===== src/bp_config_pkg.sv =====
package bp_config_pkg;

    localparam int PC_W       = 32;
    localparam int HIST_IDX_W = 8;            // BHT index, PC[9:2]
    localparam int HIST_W     = 10;           // Local history, also PHT index
    localparam int BTB_IDX_W  = 7;            // BTB index, PC[8:2]
    localparam int TAG_W      = PC_W - 2;     // PC[31:2]
    localparam int TGT_W      = PC_W - 1;     // Target[31:1], halfword aligned

    localparam int HIST_DEPTH = 1 << HIST_IDX_W;
    localparam int PHT_DEPTH  = 1 << HIST_W;
    localparam int BTB_DEPTH  = 1 << BTB_IDX_W;

    // Upper bit set means predict taken
    typedef enum logic [1:0] {
        strong_not_taken = 2'd0,
        weak_not_taken   = 2'd1,
        weak_taken       = 2'd2,
        strong_taken     = 2'd3
    } ctr_state_e;

endpackage


===== src/bp_types_pkg.sv =====
package bp_types_pkg;

    import bp_config_pkg::*;

    // Fetch side request
    typedef struct packed {
        logic [PC_W-1:0] pc;
    } bp_lookup_t;

    typedef struct packed {
        logic [PC_W-1:0] pc;        // PC that was looked up
        logic            taken;
        logic [PC_W-1:0] target;    // BTB target or PC+4
    } bp_prediction_t;

    // Resolved branch from execute
    typedef struct packed {
        logic [PC_W-1:0] pc;
        logic            taken;
        logic [PC_W-1:0] target;
    } bp_update_t;

endpackage


===== src/bp_update_stage.sv =====
`timescale 1ns/1ps

module bp_update_stage (
    input  logic                              clk_i,
    input  logic                              rst_i,

    input  logic                              update_valid_i,
    input  bp_types_pkg::bp_update_t          update_i,

    output logic [bp_config_pkg::HIST_IDX_W-1:0] hist_idx_o,
    input  logic [bp_config_pkg::HIST_W-1:0]  hist_i,
    output logic                              wen_o,
    output logic [bp_config_pkg::HIST_W-1:0]  hist_wdata_o,
    output logic [bp_config_pkg::HIST_W-1:0]  ctr_idx_o,
    output logic                              outcome_o,
    output logic [bp_config_pkg::PC_W-1:0]    btb_pc_o,
    output logic [bp_config_pkg::PC_W-1:0]    btb_target_o
);

    import bp_config_pkg::*;
    import bp_types_pkg::*;

    bp_update_t upd_q;
    logic       upd_valid_q;

    always_ff @(posedge clk_i) begin
        if (rst_i) begin
            upd_valid_q <= 1'b0;
        end else begin
            upd_valid_q <= update_valid_i;
        end
    end

    always_ff @(posedge clk_i) begin
        if (update_valid_i) begin
            upd_q <= update_i;
        end
    end

    // Write back one cycle after capture
    assign wen_o      = upd_valid_q;
    assign hist_idx_o = upd_q.pc[HIST_IDX_W+1:2];

    // Old history picks the counter, new history shifts in the outcome
    assign ctr_idx_o    = hist_i;
    assign hist_wdata_o = {hist_i[HIST_W-2:0], upd_q.taken};
    assign outcome_o    = upd_q.taken;

    assign btb_pc_o     = upd_q.pc;
    assign btb_target_o = upd_q.target;

endmodule


===== config.mk =====
export PLATFORM = sky130hd
export DESIGN_NAME = bp_update_stage
export DESIGN_NICKNAME = d
export VERILOG_FILES = /design/src/bp_config_pkg.sv /design/src/bp_types_pkg.sv /design/src/bp_update_stage.sv
export SDC_FILE = /design/constraint.sdc
export NUM_CORES = 1
export LEC_CHECK = 0
export BUFFER_PORTS_ARGS = -buffer_cell sky130_fd_sc_hd__buf_2
export CAP_MARGIN = 20
export CORE_MARGIN = 2
export CORE_UTILIZATION = 39
export CTS_BUF_LIST = sky130_fd_sc_hd__clkbuf_8 sky130_fd_sc_hd__clkbuf_16
export DETAILED_ROUTE_END_ITERATION = 12
export MAX_ROUTING_LAYER = met4
export PLACE_DENSITY = 0.76
export SLEW_MARGIN = 20
export SYNTH_ARGS = -nofsm -noshare
export SYNTH_HDL_FRONTEND = slang
export SYNTH_SLANG_ARGS = --single-unit

===== constraint.sdc =====
create_clock -name clk_i -period 0.8 [get_ports clk_i]
set_clock_uncertainty 0.1 [all_clocks]
set_input_delay 0.08 -clock clk_i [delete_from_list [all_inputs] [get_ports clk_i]]
set_output_delay 0.08 -clock clk_i [all_outputs]
set_load 0.02 [all_outputs]

* Yosys cells after proc, flatten, opt, wreduce, memory -nomap -nowiden
Index checks and enable logic that the tools add are counted.
W data, S select, Z words.
** Storage, ports and cells
- RAM bits :: 0
- Bits of input ports :: 78
- Output and inout port bits :: 94
- Flip-flop bits (word level) :: 66
- Memories kept :: 0
- Bits in latches :: 0
- Logic and storage cells :: 4
- Memory bits (read-only) :: 0
** Cells by class
- Shifts and indexed selects :: 0
- Reduce and logical (&&, ||, !) cells :: 0
- Equal/unequal tests :: 0
- Multipliers :: 0
- Divide/modulo/power cells :: 0
- Mux-type cells :: 0
- Add/subtract/negate cells :: 0
- $lt $le $gt $ge :: 0
- Bitwise logic cells :: 0

* Depth between registers and ports, before layout
- Depth in word-level cells :: 0
- Mapped depth :: 1
- Mapped depth without buffers :: 1

* Least setup slack after synthesis
No wires, ideal clock.
- Path kind :: register -> output
- Start :: register upd_q, in the netlist btb_pc_o[2]
- End :: output hist_idx_o[0] (netlist bit)
- Cell stages (with the launch flop) :: 2
- Data arrival time :: 0.667 ns
- Setup slack :: -0.047 ns
- Buffers on the path :: 1
- Data required time :: 0.620 ns
- Path through :: edfxtp_1 > buf_4
** RTL lines
- from (decl) :: line bp_update_stage.sv:23 : bp_update_t upd_q;
- from (signal assigned) :: line bp_update_stage.sv:36 : upd_q <= update_i;
- to (decl) :: line bp_update_stage.sv:10 : output logic [bp_config_pkg::HIST_IDX_W-1:0] hist_idx_o,
No word-level cell between the ends.

* Final worst setup path
- Start :: register upd_q, in the netlist btb_pc_o[9]
- End :: output hist_idx_o[7] (netlist bit)
No word-level cell between the ends.

==> results by group <==
Status
  • Status: finished with violations
  • Failing checks: setup timing

Power and ir drop
  • Power Total: 8.29 mW
  • Clock network fraction of design power: 0.307
  • PwrDens: 2060 nW/µm²
  • Max IR drop VDD: 1.37 mV
  • Pint: 6.29 mW
  • Leakage: 1.73 nW
  • Logic pwr share: 0.180
  • Net Sw Power: 2.00 mW
  • Seq pwr share: 0.513
  • Switching Share: 0.241

Place
  • Final GP Congestion: 0.685
  • Placed insts: 283
  • # port buffers: 142

Logic synthesis
  • Yosys reg bits: 66
  • FFs w/ async S/R, synth: 0
  • Yosys cell types: 4
  • Part of the Yosys area used for sequential elements: 0.898
  • Post-synth top area cell: edfxtp_1
  • Syn Std Cell Area: 2200 µm²
  • Most numerous cell in the Yosys netlist: edfxtp_1
  • Syn_nets: 173
  • Syn Inst Count: 95
  • Most frequent cells after synthesis: edfxtp_1 (65), buf_4 (28), dfxtp_1 (1), nor2b_4 (1)
  • Top_reg_cell synth: edfxtp_1
  • Post-synth top area share: 0.889
  • Post-Syn Area per Cell: 23.1 µm²
  • Number of flops mapped to enable cells by yosys: 65
  • Ranking of synthesized cells by area: edfxtp_1 (89%), buf_4 (9.6%), dfxtp_1 (0.91%), nor2b_4 (0.63%)
  • Yosys warnings: 0

Floorplan
  • Die Y-Extent: 79.0 µm
  • Initial Util: 0.401
  • Die area: 6250 µm²
  • Total core area: 5470 µm²
  • Core Rows: 27
  • Die X-Extent: 79.0 µm
  • IO Count: 172

Setup path
  • Arrival time at the worst endpoint: 0.96 ns
  • WP buf/inv: 1
  • Critical path's slowest cell: edfxtp_1
  • Cell Chain, Critical Path: buf_2
  • Worst path max stage delay: 0.44 ns
  • Critical setup path kind: reg2out
  • CP startpoint kind: flop
  • CP required: 0.62 ns
  • CP Max Fanout: 2
  • Family with the most delay on the worst path: flip-flops
  • Critical Path End Type: output port

Clock tree
  • Max clock buf depth: 2
  • CTS clock-pin slew for the worst setup and hold paths: 0.07 ns
  • Post-CTS Setup Bufs: 0
  • TritonCTS Sinks: 66
  • CTS tree: yes
  • H-tree depth: 3
  • Clock root buffer: clkbuf_8
  • CTS Buf Count: 9

Timing
  • Maximum clock rate: 0.876 GHz
  • Final setup vio count: 75
  • Crit share post-route: 1.43
  • Min cycle time layout: 1.14 ns
  • Endpoints failing hold: 0
  • Fin. max-slew vios: 0
  • RSZ-0062 raised after global routing: true
  • Setup WS post-layout: -0.341 ns
  • Setup_tns: -19.32 ns
  • Slew @ Worst Pin: 0.182 ns
  • Rel. slew slack: 0.879
  • Worst hold slack: 0.0600 ns

Global routing
  • Global-route wire length before repair: 8370 µm
  • Gr usage total: 0.197
  • Gr ovfl total: 0
  • Largest net degree at the start of global routing: 35
  • Number of global-route vias before repair: 1,579
  • Initial antenna violation count: 0

Final layout
  • Antenna diode instance count: 0
  • Area used by multi-input combinational logic: 13.8 µm²
  • Util after Layout: 0.737
  • Fill cells: 328
  • Final Non-Filler Cells: 364
  • Share of cells above drive strength 1: 0.541
  • Fin nets: 366
  • Synth-to-layout area growth: 83.6%
  • Register Area: 1970 µm²

Job
  • Number of max-cap violations: 0

Route
  • Final WL: 6550 µm
  • Via count: 1,610
  • Drt first pass iters: 4
  • DR iter-0 viols: 150
  • Drt via density: 4.42
  • # DRC: 0
  • ANT nets after route: 0
  • Routed WL per cell: 18.0 µm

Hold path
  • Class of the worst hold path: in2out
==> final timing paths <==
| check | slack [ns] | start | cells past startpoint | to |
|---|---|---|---|---|
| setup / recovery | -0.34 | btb_pc_o[9] | 1 | hist_idx_o[7] |
| hold / removal | 0.06 | hist_i[4] | 0 | ctr_idx_o[4] |
==> power by group through the flow <==
stage	logic (mW)	registers [mW]	clock network (mW)
global route	1.56	4.27	2.78
floorplan	0.261	4.62	0
CTS	1.27	4.19	2.55
finish	1.49	4.25	2.55
global placement	0.938	4.24	0
detailed placement	0.946	4.25	0
==> placed cells by master, fill, tap and decap left out <==
cell            n
buf_6          59
buf_2          83
inv_1           2
clkbuf_8        9
clkinv_1        1
bufinv_16       1
buf_12          2
dlygate4sd3_1  66
clkinv_2        2
nor2b_4         1
dfxtp_2         1
edfxtp_1       65
==> cell type report <==
cell class | count | area share
clock buffer | 9 | 0.0307
clock inverter | 6 | 0.0127
multi-input combinational | 1 | 0.00341
sequential | 66 | 0.489
tap | 72 | 0.0223
timing repair buffer | 210 | 0.442
==> timing repair <==
| action | CTS | global route |
|---|---|---|
| hold buffers | 66 | 0 |
| gates resized for setup | 31 | 88 |
| endpoints found under the hold margin | 66 | 0 |
| setup endpoints to repair | 75 | 75 |
==> through the flow <==
step	cell area, µm²	worst slack, ns
2_1_floorplan	2230	-0.0370
5_1_grt	4030	-0.371
6_report	4030	-0.341
4_1_cts	3760	-0.307
3_5_place_dp	2830	-0.0574
3_3_place_gp	2830	-0.0515
==> flip-flops by register name, indices dropped and copies added (netlist names) <==
signal and count:
wen_o 1, btb_pc_o 32, btb_target_o 32, outcome_o 1
==> cell families (layout without fill, tap and decap cells) <==
family,after synthesis,count (layout),synth area share
AND/OR/NAND/NOR,1,1,0.00627
buffers and inverters,28,225,0.0957
flip-flops,66,66,0.898
==> metal layers <==
layer	wire length (µm)	share of wire	track usage
met5	0	0	-
met4	203	0.031	0.122
met3	498	0.076	0.0500
met2	3560	0.54	0.348
met1	2290	0.35	0.193
Note: power is estimated with default switching activity, not from simulation.
