### src/bp_config_pkg.sv
package bp_config_pkg;

    localparam int PC_W       = 32;
    localparam int HIST_IDX_W = 8;            // BHT index, PC[9:2]
    localparam int HIST_W     = 10;           // Local history, also PHT index
    localparam int BTB_IDX_W  = 7;            // BTB index, PC[8:2]
    localparam int TAG_W      = PC_W - 2;     // PC[31:2]
    localparam int TGT_W      = PC_W - 1;     // Target[31:1], halfword aligned

    localparam int HIST_DEPTH = 1 << HIST_IDX_W;
    localparam int PHT_DEPTH  = 1 << HIST_W;
    localparam int BTB_DEPTH  = 1 << BTB_IDX_W;

    // Upper bit set means predict taken
    typedef enum logic [1:0] {
        strong_not_taken = 2'd0,
        weak_not_taken   = 2'd1,
        weak_taken       = 2'd2,
        strong_taken     = 2'd3
    } ctr_state_e;

endpackage

### src/bp_types_pkg.sv
package bp_types_pkg;

    import bp_config_pkg::*;

    // Fetch side request
    typedef struct packed {
        logic [PC_W-1:0] pc;
    } bp_lookup_t;

    typedef struct packed {
        logic [PC_W-1:0] pc;        // PC that was looked up
        logic            taken;
        logic [PC_W-1:0] target;    // BTB target or PC+4
    } bp_prediction_t;

    // Resolved branch from execute
    typedef struct packed {
        logic [PC_W-1:0] pc;
        logic            taken;
        logic [PC_W-1:0] target;
    } bp_update_t;

endpackage

### src/bp_lookup_stage.sv
`timescale 1ns/1ps

module bp_lookup_stage (
    input  logic                              clk_i,
    input  logic                              rst_i,

    input  logic                              lookup_valid_i,
    input  bp_types_pkg::bp_lookup_t          lookup_i,
    output logic                              lookup_ready_o,

    output logic [bp_config_pkg::HIST_IDX_W-1:0] hist_idx_o,
    input  logic [bp_config_pkg::HIST_W-1:0]  hist_i,
    output logic [bp_config_pkg::HIST_W-1:0]  ctr_idx_o,
    input  logic                              ctr_taken_i,
    output logic [bp_config_pkg::PC_W-1:0]    btb_pc_o,
    input  logic                              btb_hit_i,
    input  logic [bp_config_pkg::PC_W-1:0]    btb_target_i,

    output logic                              pred_valid_o,
    output bp_types_pkg::bp_prediction_t      pred_o,
    input  logic                              pred_ready_i
);

    import bp_config_pkg::*;
    import bp_types_pkg::*;

    bp_prediction_t pred_next;
    bp_prediction_t pred_q;
    logic           pred_valid_q;

    assign hist_idx_o = lookup_i.pc[HIST_IDX_W+1:2];
    assign ctr_idx_o  = hist_i;                 // Local history selects the counter
    assign btb_pc_o   = lookup_i.pc;

    // Taken needs both a taken counter and a BTB hit
    assign pred_next.pc     = lookup_i.pc;
    assign pred_next.taken  = ctr_taken_i && btb_hit_i;
    assign pred_next.target = pred_next.taken ? btb_target_i : lookup_i.pc + PC_W'(4);

    assign lookup_ready_o = !pred_valid_q || pred_ready_i;

    always_ff @(posedge clk_i) begin
        if (rst_i) begin
            pred_valid_q <= 1'b0;
        end else if (lookup_ready_o) begin
            pred_valid_q <= lookup_valid_i;
        end
    end

    always_ff @(posedge clk_i) begin
        if (lookup_ready_o && lookup_valid_i) begin
            pred_q <= pred_next;
        end
    end

    assign pred_valid_o = pred_valid_q;
    assign pred_o       = pred_q;

endmodule

### config.mk
export PLATFORM = sky130hd
export DESIGN_NAME = bp_lookup_stage
export DESIGN_NICKNAME = d
export VERILOG_FILES = /design/src/bp_config_pkg.sv /design/src/bp_types_pkg.sv /design/src/bp_lookup_stage.sv
export SDC_FILE = /design/constraint.sdc
export NUM_CORES = 1
export LEC_CHECK = 0
export BUFFER_PORTS_ARGS = -buffer_cell sky130_fd_sc_hd__buf_4
export CAP_MARGIN = 15
export CELL_PAD_IN_SITES_DETAIL_PLACEMENT = 1
export CELL_PAD_IN_SITES_GLOBAL_PLACEMENT = 2
export CORE_ASPECT_RATIO = 0.6
export CORE_MARGIN = 2
export CORE_UTILIZATION = 26
export CTS_BUF_LIST = sky130_fd_sc_hd__clkbuf_8
export DETAILED_ROUTE_END_ITERATION = 16
export GPL_TIMING_DRIVEN = 0
export PLACE_DENSITY = 0.82
export SLEW_MARGIN = 20
export SYNTH_ARGS = -nofsm -noshare
export SYNTH_HDL_FRONTEND = slang
export SYNTH_SLANG_ARGS = --single-unit
### constraint.sdc
create_clock -name clk_i -period 3 [get_ports clk_i]
set_clock_uncertainty 0.2 [all_clocks]
set_input_delay 0.15 -clock clk_i [delete_from_list [all_inputs] [get_ports clk_i]]
set_output_delay 0.15 -clock clk_i [all_outputs]
set_load 0.005 [all_outputs]
# Word-level counts from Yosys, hierarchy flattened
# Cells that the tools add are included.
# Widths: inputs -> output; s select.
[classes]
reduce_logical = 4
mux = 1
n_addsub = 1
[ops]
columns = ["cell", "n"]
rows = [
  ["$add 32x3->32 const B", 1],
  ["$mux 32", 1],
  ["$logic_and 1x1->1", 2],
  ["$logic_not 1->1", 1],
  ["$logic_or 1x1->1", 1],
]
[totals]
regBits = 66
elab_cells = 10
out_inout_bits = 117

# Longest topological paths before layout
# Gate-level depths: netlist of run 1.
[logic_depth]
ltp_word = 3
depth_mapped = 6
mapped_depth_nobuf = 5

# Least setup slack after synthesis of run 1
# OpenSTA, ideal clock, no wires.
[synth_path]
path_type = "reg-to-reg"
start = "register pred_valid_q (netlist: pred_valid_o)"
end = "register pred_q, in the netlist pred_o[0], enable pin"
arrival_time_ns = 1.976
path_stages_with_launch = 3
setup_time_ns = 0.430
path_slack_ns = 0.394
n_path_buf = 0
t_required_ns = 2.370
synth_period_minus_slack_ns = 2.606
path_cell_list = "dfxtp_1 -> nand2b_1 -> and2_1"
[synth_between]
elab_chain_cells = 3
[synth_rtl]
columns = ["element", "line", "text"]
rows = [
  ["start, declared", "bp_lookup_stage.sv:29", "logic pred_valid_q;"],
  ["start signal, assigned", "bp_lookup_stage.sv:46", "pred_valid_q <= lookup_valid_i;"],
  ["$logic_not 1->1", "bp_lookup_stage.sv:40", "assign lookup_ready_o = !pred_valid_q || pred_ready_i;"],
  ["$logic_or 1x1->1", "bp_lookup_stage.sv:40", ""],
  ["named net lookup_ready_o", "bp_lookup_stage.sv:9", "output logic lookup_ready_o,"],
  ["$logic_and 1x1->1", "bp_lookup_stage.sv:51", "if (lookup_ready_o && lookup_valid_i) begin"],
  ["end signal, assigned", "bp_lookup_stage.sv:52", "pred_q <= pred_next;"],
  ["end, declared", "bp_lookup_stage.sv:28", "bp_prediction_t pred_q;"],
]
# The timed path passes the listed nets, and every way through them passes these cells.
# A chain may end at the register's enable or synchronous reset.

==> results of run 1 <==
critical path, cell delays in order:
cell and delay, ps:
dlygate4sd3_1 550, buf_4 160, nand3_1 200, or4_4 680, buf_2 250, o41ai_1 420
a31oi_1 140
registers in the layout (all words and copies together) (netlist names):
name          cells
pred_valid_o      1
pred_o           65
power groups by stage:
stage                     clock [mW]  combinational (mW)  sequential (mW)
after CTS                      0.711               0.506             1.11
after detailed placement           0               0.435             1.13
after global placement             0               0.421             1.13
after global routing           0.746               0.549             1.11
final                          0.687               0.503             1.11
after floorplan                    0               0.138             1.13
metal layers:
| metal | part of all wire, % | global-route usage [%] | vias up |
|---|---|---|---|
| met3 | 6.5 | 5.27 | 10 |
| met4 | 0.89 | 3.97 | 0 |
| li1 | - | - | 1564 |
| met2 | 47 | 30.2 | 120 |
| met1 | 46 | 22.1 | 1553 |
| met5 | 0 | 0 | - |
kinds of logic after synthesis:
kind of cell / count (synthesis) / share of synthesized area, %
and+or+nand+nor: 100 / 15.7
buffers and inverters: 68 / 14.0
DFF: 66 / 58.6
AOI/OAI and AO/OA: 47 / 8.55
xor gates and xnor gates: 11 / 2.86
adders and majority gates: 1 / 0.372
synthesized netlist by cell type:
library cell	number	area, µm²
or4b_1	1	10.0
buf_4	51	383
nor3_1	2	10.0
inv_1	6	22.5
or3_2	3	22.5
a21oi_1	2	10.0
ha_1	1	12.5
and2_1	1	6.26
nand3_2	1	10.0
buf_1	1	3.75
buf_6	2	22.5
or4_1	14	105
edfxtp_1	65	1950
nand2b_1	1	6.26
dlygate4sd3_1	1	10.0
nand4_1	7	43.8
nand2_1	30	113
o41ai_1	1	8.76
nand3_1	8	40.0
nor4_1	3	18.8
dfxtp_1	1	20.0
nand3_4	1	17.5
o31ai_1	11	82.6
or3_1	3	18.8
xnor2_1	9	78.8
nor2_1	22	82.6
xor2_1	2	17.5
buf_2	2	10.0
or2_2	2	12.5
clkbuf_1	5	18.8
a31oi_1	17	106
or4_4	1	11.3
o21ai_0	16	80.1
stage by stage:
step | instances | util, % | hold WS (ps) | setup slack (ps) | instance area [µm²]
finish | 733 | 46.0 | 216 | 317 | 5860
global route | 733 | 46.0 | 219 | 182 | 5860
CTS | 732 | 45.9 | 207 | 98.1 | 5840
detailed placement | 650 | 39.3 | 110 | 285 | 5000
global placement | 649 | 39.1 | 109 | -317 | 4980
floorplan | 293 | - | 19.1 | 394 | 3370
worst paths after layout:
path                  start    endpoint  depth (start not counted)
max             lookup_i[5]  pred_o[23]                          7
min          lookup_valid_i  pred_o[58]                          2
max reg2reg    pred_valid_o   pred_o[6]                          3
min reg2reg    pred_valid_o  pred_o[58]                          2
area by class of cell:
class / count / area, µm²
Fill cell: 1424 / 6880
Timing Repair Buffer: 255 / 2090
Sequential cell: 66 / 1970
Multi-Input combinational cell: 159 / 931
Buffer: 61 / 444
Tap cell: 170 / 213
Clock buffer: 11 / 151
Clock inverter: 5 / 30.0
Inverter: 6 / 22.5
repair_timing:
action / CTS / global route
resized for setup: 0 / 1
endpoints found under the hold margin: 65 / 0
setup endpoints to repair: 0 / 2
setup buffers: 0 / 2
hold buffers: 66 / 0
==> key figures, run 1 <==
Critical path
  – CP arrival: 2560 ps
  – WS Path Type: primary input to flip-flop
  – R2R setup slack: 1260 ps
  – Critical Path Start Type: primary input
  – Critical Path End Type: flip-flop
  – Required time worst endpoint: 2880 ps
  – Crit Path Max Fanout: 11

Floorplanning
  – Die ar.: 13900 µm²
  – Initial Util: 26.4%
  – Placement Rows: 32
  – Die H: 92.1 µm
  – I/O Pins: between 150 and 200
  – Core Footprint: 12700 µm²
  – Horiz. Die Dim: 151 µm

GRT
  – Total GRT Usage: roughly 18%
  – Largest net degree at the start of global routing: 36
  – Congestion Overflow GR: 0
  – Global-route wire length before repair: 18.7 mm
  – Number of global-route vias before repair: 3488
  – Antenna violations before repair: 0

Synthesis
  – Net Count, Synth: 374
  – Syn avg cell area: between 10 and 15 µm²
  – Yosys reg bits: 66
  – Netlist cell types: 33
  – Sequential-to-total area share from yosys stat: roughly three fifths
  – Ys Warns: 0
  – Cells after Synth: 293
  – Mapped cell area: between 3000 and 4000 µm²

STA
  – Max Clk Rate: 373 MHz
  – Worst-margin pin slew: 612 ps
  – RSZ-0062 raised after global routing: false
  – Fin crit period: 2680 ps
  – Final Hold Viols: 0
  – Crit share post-route: 89.4%
  – Sum Neg Setup Slack: 0 ps
  – Slew margin rel.: 59.2%
  – Setup violators final: 0
  – Slew Viols, Final: 0

Drt
  – Via count: 3247
  – Drt via density: 4.43
  – Number of remaining DRC errors: 0
  – First-pass detailed-route iteration total: 5
  – DRT antenna net count: 0
  – 1st-iter DRT viols: 110
  – Wirelength per Cell: around 17 µm
  – Drt total wl: roughly 12 mm

Flow run
  – Max-cap viol count: 0

Pwr
  – Switch Pwr: 0.569 mW
  – VDD IR max: about 0.15 mV
  – Overall power after layout: roughly 2.3 mW
  – Sequential power share: 48.2%
  – Clock group share of total power: between 20% and 30%
  – Switching part of the total: 24.8%
  – Lkg Pwr: 2.46 nW
  – Comb power frac: between 20% and 30%
  – Internal power: around 1.7 mW
  – Pwr/cell area: 392 nW/µm²

Cells and area
  – P&R area growth vs syn: 73.9%
  – Commonest non-fill, non-tap cell in the layout: buf_4
  – Most frequent cells in the layout: 239 x buf_4, 67 x dlygate4sd3_1, 65 x edfxtp_1
  – Ant diodes: 0
  – Layout cell share with drive strength beyond 1: 47.8%
  – Fin nets: 639

Placed design
  – DP Wirelength: 8.57 mm
  – IO buf count: about 190
  – Final GP Congestion: 0.736

CTS
  – Root buf cell: clkbuf_8
  – Max Root-Sink Buffers: 2
  – CTS Buf Count: 9
  – Clk_lat worst skew: 340 ps
  – Htree depth: 3
  – CTS tree: built
  – Clock sinks: 66
  – Clock transition at path regs: 70 ps

Run status
  – Status: finished, final reports clean

Hold path
  – Worst min path class: primary input to flip-flop
Note: power is estimated with default switching activity, not from simulation.
==> run 2: changes to the inputs <==
Settings changed: REMOVE_ABC_BUFFERS set to 1.
Clock period 3 ns to 2.6 ns, I/O delays scaled along.
==> run 2 against run 1 <==
Cell count is 9.7% lower. Clock power is 20% higher. Critical path depth is 1 lower. First-iteration DRC count is 28% lower. Non-clock buffer count is 72 lower.
==> key figures, run 2 (synthesis gave the netlist of run 1 again) <==
Run status
  – Status: finished, final reports clean

Drt
  – Via count: approximately 3.0k
  – Drt total wl: around 11 mm
  – Number of remaining DRC errors: 0
  – DRT antenna net count: 0
  – Drt via density: 4.53
  – 1st-iter DRT viols: 79
  – First-pass detailed-route iteration total: 4
  – Wirelength per Cell: about 17 µm

CTS
  – Max Root-Sink Buffers: 2
  – Clk_lat worst skew: around 330 ps
  – Setup bufs post-CTS: 0
  – Clock transition at path regs: 80 ps
  – Root buf cell: clkbuf_8
  – Htree depth: 3
  – Clock sinks: 66
  – CTS Buf Count: 9
  – CTS tree: built

STA
  – Final Hold Viols: 0
  – Worst-margin pin slew: 845 ps
  – RSZ-0062 raised after global routing: false
  – Max Clk Rate: 422 MHz
  – Fin crit period: 2370 ps
  – Min Hold Slack: 32.6 ps
  – Sum Neg Setup Slack: 0 ps
  – Crit share post-route: ~91%
  – Setup ws final: about 230 ps
  – Slew Viols, Final: 0
  – Setup violators final: 0
  – Slew margin rel.: 43.4%

Flow run
  – Max-cap viol count: 0

Placed design
  – Setup slack after placement: -40.4 ps
  – Dpl cells: 578
  – Final GP Congestion: 0.706
  – DP Wirelength: between 7 and 8 mm
  – IO buf count: 176

Pwr
  – Pwr/cell area: between 400 and 500 nW/µm²
  – Internal power: 1.97 mW
  – Lkg Pwr: 2.14 nW
  – Switching part of the total: 24.4%
  – Clock group share of total power: a little under a third
  – Comb power frac: between 10% and 20%
  – Switch Pwr: 0.636 mW
  – Sequential power share: 49.0%
  – VDD IR max: 0.189 mV

Cells and area
  – Finished Layout Cells: between 600 and 700
  – Filler cells: 1407
  – Multi-input gate area in the final layout: around 930 µm²
  – Final Util: 41.9%
  – Most frequent cells in the layout: 176 x buf_4, 67 x dlygate4sd3_1, 65 x edfxtp_1
  – Ant diodes: 0
  – Fin nets: roughly 570
  – Layout cell share with drive strength beyond 1: between 40% and 50%
  – P&R area growth vs syn: 58.5%
  – Reg area: 1970 µm²
  – Commonest non-fill, non-tap cell in the layout: buf_4
  – Max reg flops: 65

GRT
  – Congestion Overflow GR: 0
  – Number of global-route vias before repair: 3159
  – Largest net degree at the start of global routing: 41
  – Antenna violations before repair: 0
  – Global-route wire length before repair: 16.9 mm
  – Total GRT Usage: 16.1%

Critical path
  – Required time worst endpoint: 2480 ps
  – Critical Path End Type: flip-flop
  – CP arrival: 2250 ps
  – Critical Path Start Type: primary input
  – WS Path Type: primary input to flip-flop
  – Crit Path Max Fanout: 41

Floorplanning
  – Core Footprint: 12700 µm²
  – Die H: 92.1 µm
  – Horiz. Die Dim: ~150 µm
  – Die ar.: around 14000 µm²
  – Placement Rows: 32
  – Initial Util: 26.4%
  – I/O Pins: 197

Hold path
  – Worst min path class: primary input to flip-flop
## run 2: cell types whose count changed in the layout (fill, tap and decap cells not counted), moves of 2 or more
cell      previous run  this run
buf_6                2         0
buf_4              239       176
buf_2                2         0
clkbuf_1             4         0
clkbuf_8            11         9
## run 2: worst max-delay path, stage by stage
cell and delay [ps]:
buf_4 110, nand2_2 610, clkinvlp_4 570, nand2_1 180, o21ai_0 90, dlygate4sd3_1 560
## run 2: area by class of cell
cell class	count	share of cell area [%]
Clock inverter	7	1.05
Sequential cell	66	36.9
Timing Repair Buffer	244	37.7
Timing Repair inverter	1	0.0938
Tap cell	170	3.98
Multi-Input combinational cell	159	17.4
Inverter	6	0.492
Clock buffer	9	2.32
## run 2: worst paths after layout
kind	startpoint	endpoint	slack, ps	depth (start not counted)
worst max-delay path	btb_hit_i	pred_o[8]	230	6
worst min-delay path	lookup_i[3]	pred_o[3]	30	4
worst max register to register	pred_valid_o	pred_o[4]	910	3
worst min register to register	pred_valid_o	pred_o[27]	750	2
## run 2: repair_timing
item | 4_1_cts | 5_1_grt
hold buffers | 67 | 0
hold endpoints to repair | 65 | 0
resized for setup | 0 | 1
endpoints found under the setup margin | 0 | 1
## run 2: layer usage
metal | vias up | share of wire (%) | wire, µm | global-route usage, %
li1 | 1422 | - | - | -
met4 | 0 | 0.88 | 100 | 3.66
met3 | 8 | 6.6 | 752 | 5.72
met5 | - | 0 | 0 | 0
met2 | 122 | 48 | 5430 | 27.3
met1 | 1449 | 45 | 5070 | 19.6
## run 2: power by group through the flow
| stage | Combinational, mW | Sequential, mW | Clock [mW] |
|---|---|---|---|
| after detailed placement | 0.421 | 1.30 | 0 |
| after CTS | 0.503 | 1.28 | 0.864 |
| final | 0.505 | 1.28 | 0.825 |
| after global placement | 0.406 | 1.30 | 0 |
| after floorplan | 0.0893 | 1.31 | 0 |
| after global routing | 0.550 | 1.28 | 0.890 |
## run 2: stage by stage
stage	power [mW]	area, µm²
after floorplan	1.40	2920
after global placement	1.71	4450
after detailed placement	1.72	4480
after CTS	2.64	5330
after global routing	2.72	5340
final	2.61	5340
==> run 3: changes to the inputs <==
Settings changed: ABC_AREA set to 1, CORE_UTILIZATION 26 to 25, PLACE_DENSITY 0.82 to 0.81.
==> run 3 against run 2 <==
Largest power group unchanged. Core utilization decreased by 1.0 points. Maximum frequency increased by 19%. Die area increased by 11%. Sequential cell count unchanged. First-iteration DRC count increased by 58%. Synthesized cell count increased by 33%. Synthesized area increased by 6.7%. Design area increased by 6.0%. Critical endpoint is now pred_o[30]. Combinational power increased by 7.5%.
==> key figures, run 3 <==
Run status
  – Status: finished, final reports clean

Cells and area
  – Max reg flops: 65
  – Filler cells: 1613
  – Most frequent cells in the layout: 176 x buf_4, 131 x nand2_1, 66 x dlygate4sd3_1
  – Finished Layout Cells: 785
  – Layout cell share with drive strength beyond 1: 36.8%
  – P&R area growth vs syn: 57.5%
  – Commonest non-fill, non-tap cell in the layout: buf_4
  – Ant diodes: 0
  – Fin nets: ~670

Synthesis
  – Most frequent cells after synthesis: 132 x nand2_1, 65 x edfxtp_1, 50 x buf_4
  – Mapped cell area: 3590 µm²
  – Most common cell in the netlist: nand2_1
  – Post-synthesis adder-cell area fraction: 0.348%
  – Largest cells by area after synthesis: edfxtp_1 54%, nand2_1 14%, buf_4 10%
  – Yosys reg bits: 66
  – Mux cell area share after synthesis: 0%
  – Post-Synth Simple-Gate Area: between 20 and 30%
  – Post-synthesis xor/xnor area fraction: 1.22%
  – Asr flop ratio synth: 0%
  – Largest family of logic cells by synthesized area: simple AND/OR/NAND/NOR gates
  – Most used DFF post-synth: edfxtp_1
  – Yosys top cell by area: edfxtp_1
  – Yosys top cell area share: between 50% and 60%
  – Syn avg cell area: 9.21 µm²
  – Netlist cell types: 25
  – Cells after Synth: 390
  – Post-synth EDFFs: between 60 and 70
  – Compound-cell area share of the yosys netlist: 2.19%
  – Ys Warns: 0
  – Sequential-to-total area share from yosys stat: 54.9%

Drt
  – 1st-iter DRT viols: 125
  – Drt via density: 4.19
  – First-pass detailed-route iteration total: 4
  – Wirelength per Cell: 15.9 µm
  – Number of remaining DRC errors: 0
  – Via count: 3288
  – Drt total wl: 12.5 mm
  – DRT antenna net count: 0

Critical path
  – Crit Path Max Fanout: 6
  – R2R setup slack: roughly 970 ps
  – CP arrival: 1890 ps
  – Critical Path Start Type: primary input
  – Worst reg2reg path depth: 3
  – WS Path Type: primary input to flip-flop
  – Required time worst endpoint: ~2500 ps
  – Critical Path End Type: flip-flop

Floorplanning
  – Horiz. Die Dim: roughly 160 µm
  – I/O Pins: 197
  – Die H: 96.9 µm
  – Placement Rows: 33
  – Initial Util: 26.0%
  – Core Footprint: 13800 µm²
  – Die ar.: 15400 µm²

Placed design
  – DP Wirelength: 8.70 mm
  – Final GP Congestion: 0.772
  – Dpl cells: 705
  – IO buf count: 176

GRT
  – Number of global-route vias before repair: between 3k and 4k
  – Largest net degree at the start of global routing: 41
  – Global-route wire length before repair: about 20 mm
  – Antenna violations before repair: 0
  – Congestion Overflow GR: 0
  – Total GRT Usage: roughly 17%

CTS
  – Max Root-Sink Buffers: 2
  – CTS tree: built
  – CTS Buf Count: 9
  – CTS resizes: 0
  – Clk_lat worst skew: between 300 and 400 ps
  – Htree depth: 3
  – Clock sinks: between 60 and 70
  – Root buf cell: clkbuf_8
  – Clock transition at path regs: 70 ps

Hold path
  – Worst min path class: primary input to output port
  – Worst hold path cell count: 0

STA
  – Max Clk Rate: 502 MHz
  – Final Hold Viols: 0
  – Slew margin rel.: a little under half
  – Crit share post-route: ~77%
  – Min Hold Slack: ~60 ps
  – Sum Neg Setup Slack: 0 ps
  – Slew Viols, Final: 0
  – Setup violators final: 0
  – RSZ-0062 raised after global routing: false
  – Fin crit period: between 1500 and 2000 ps
  – Worst-margin pin slew: 804 ps

Flow run
  – Max-cap viol count: 0

Pwr
  – Pwr/cell area: 451 nW/µm²
  – Lkg Pwr: 2.50 nW
  – VDD IR max: between 0.2 and 0.25 mV
  – Overall power after layout: 2.55 mW
run 3: routing by layer:
layer	global-route usage (%)	wire length, µm	share of wire, %	up-vias
met5	0	0	0	-
met4	3.39	97	0.78	0
met3	6.13	970	7.8	10
met2	27.4	5700	46	133
met1	20.9	5720	46	1539
li1	-	-	-	1606
run 3: per-stage QoR:
step	area [µm²]	setup slack, ps	util, %
4_1_cts	5660	640	40.9
5_1_grt	5660	506	40.9
3_5_place_dp	4850	462	35.1
6_report	5660	610	40.9
2_1_floorplan	3190	-1620	-
3_3_place_gp	4750	-3140	34.4
run 3: worst max-delay path: stages:
cell and delay [ps]:
dlygate4sd3_1 550, buf_4 150, ha_1 160, nand2_1 110, nor2_4 200, nand2_4 130, nor2_4 150, nand3_1 90
nand3_1 130, nand2_1 90
run 3: worst paths after layout:
path	startpoint	to
worst min register to register	pred_valid_o	pred_o[16]
worst min-delay path	hist_i[0]	ctr_idx_o[0]
worst max-delay path	lookup_i[2]	pred_o[30]
worst max register to register	pred_valid_o	pred_o[63]
run 3: what timing repair did:
item	CTS	global route
hold endpoints to repair	65	0
hold buffers	66	0
setup buffers	0	0
run 3: where the power goes:
group	switching (mW)	leakage (nW)	internal [mW]	total (mW)
clock network	0.405	0.0796	0.325	0.731
logic	0.242	1.78	0.301	0.543
registers	0.0213	0.640	1.26	1.28
total	0.669	2.50	1.88	2.55
run 3: cells by family (layout without fill, tap and decap cells):
| family | Yosys count | after routing |
|---|---|---|
| compound gates | 15 | 15 |
| simple gates | 222 | 222 |
| fa+ha+maj | 1 | 1 |
| xor+xnor | 5 | 5 |
| buf+inv | 81 | 284 |
| flops | 66 | 66 |
run 3: final cells by class:
cell class / count / area (µm²) / share of cell area (%)
sequential: 66 / 1970 / 34.9
multi-input combinational: 243 / 1140 / 20.1
clock buffer: 9 / 124 / 2.19
clock inverter: 5 / 25.0 / 0.442
inverter: 25 / 93.8 / 1.66
timing repair buffer: 245 / 2060 / 36.5
tap: 192 / 240 / 4.25
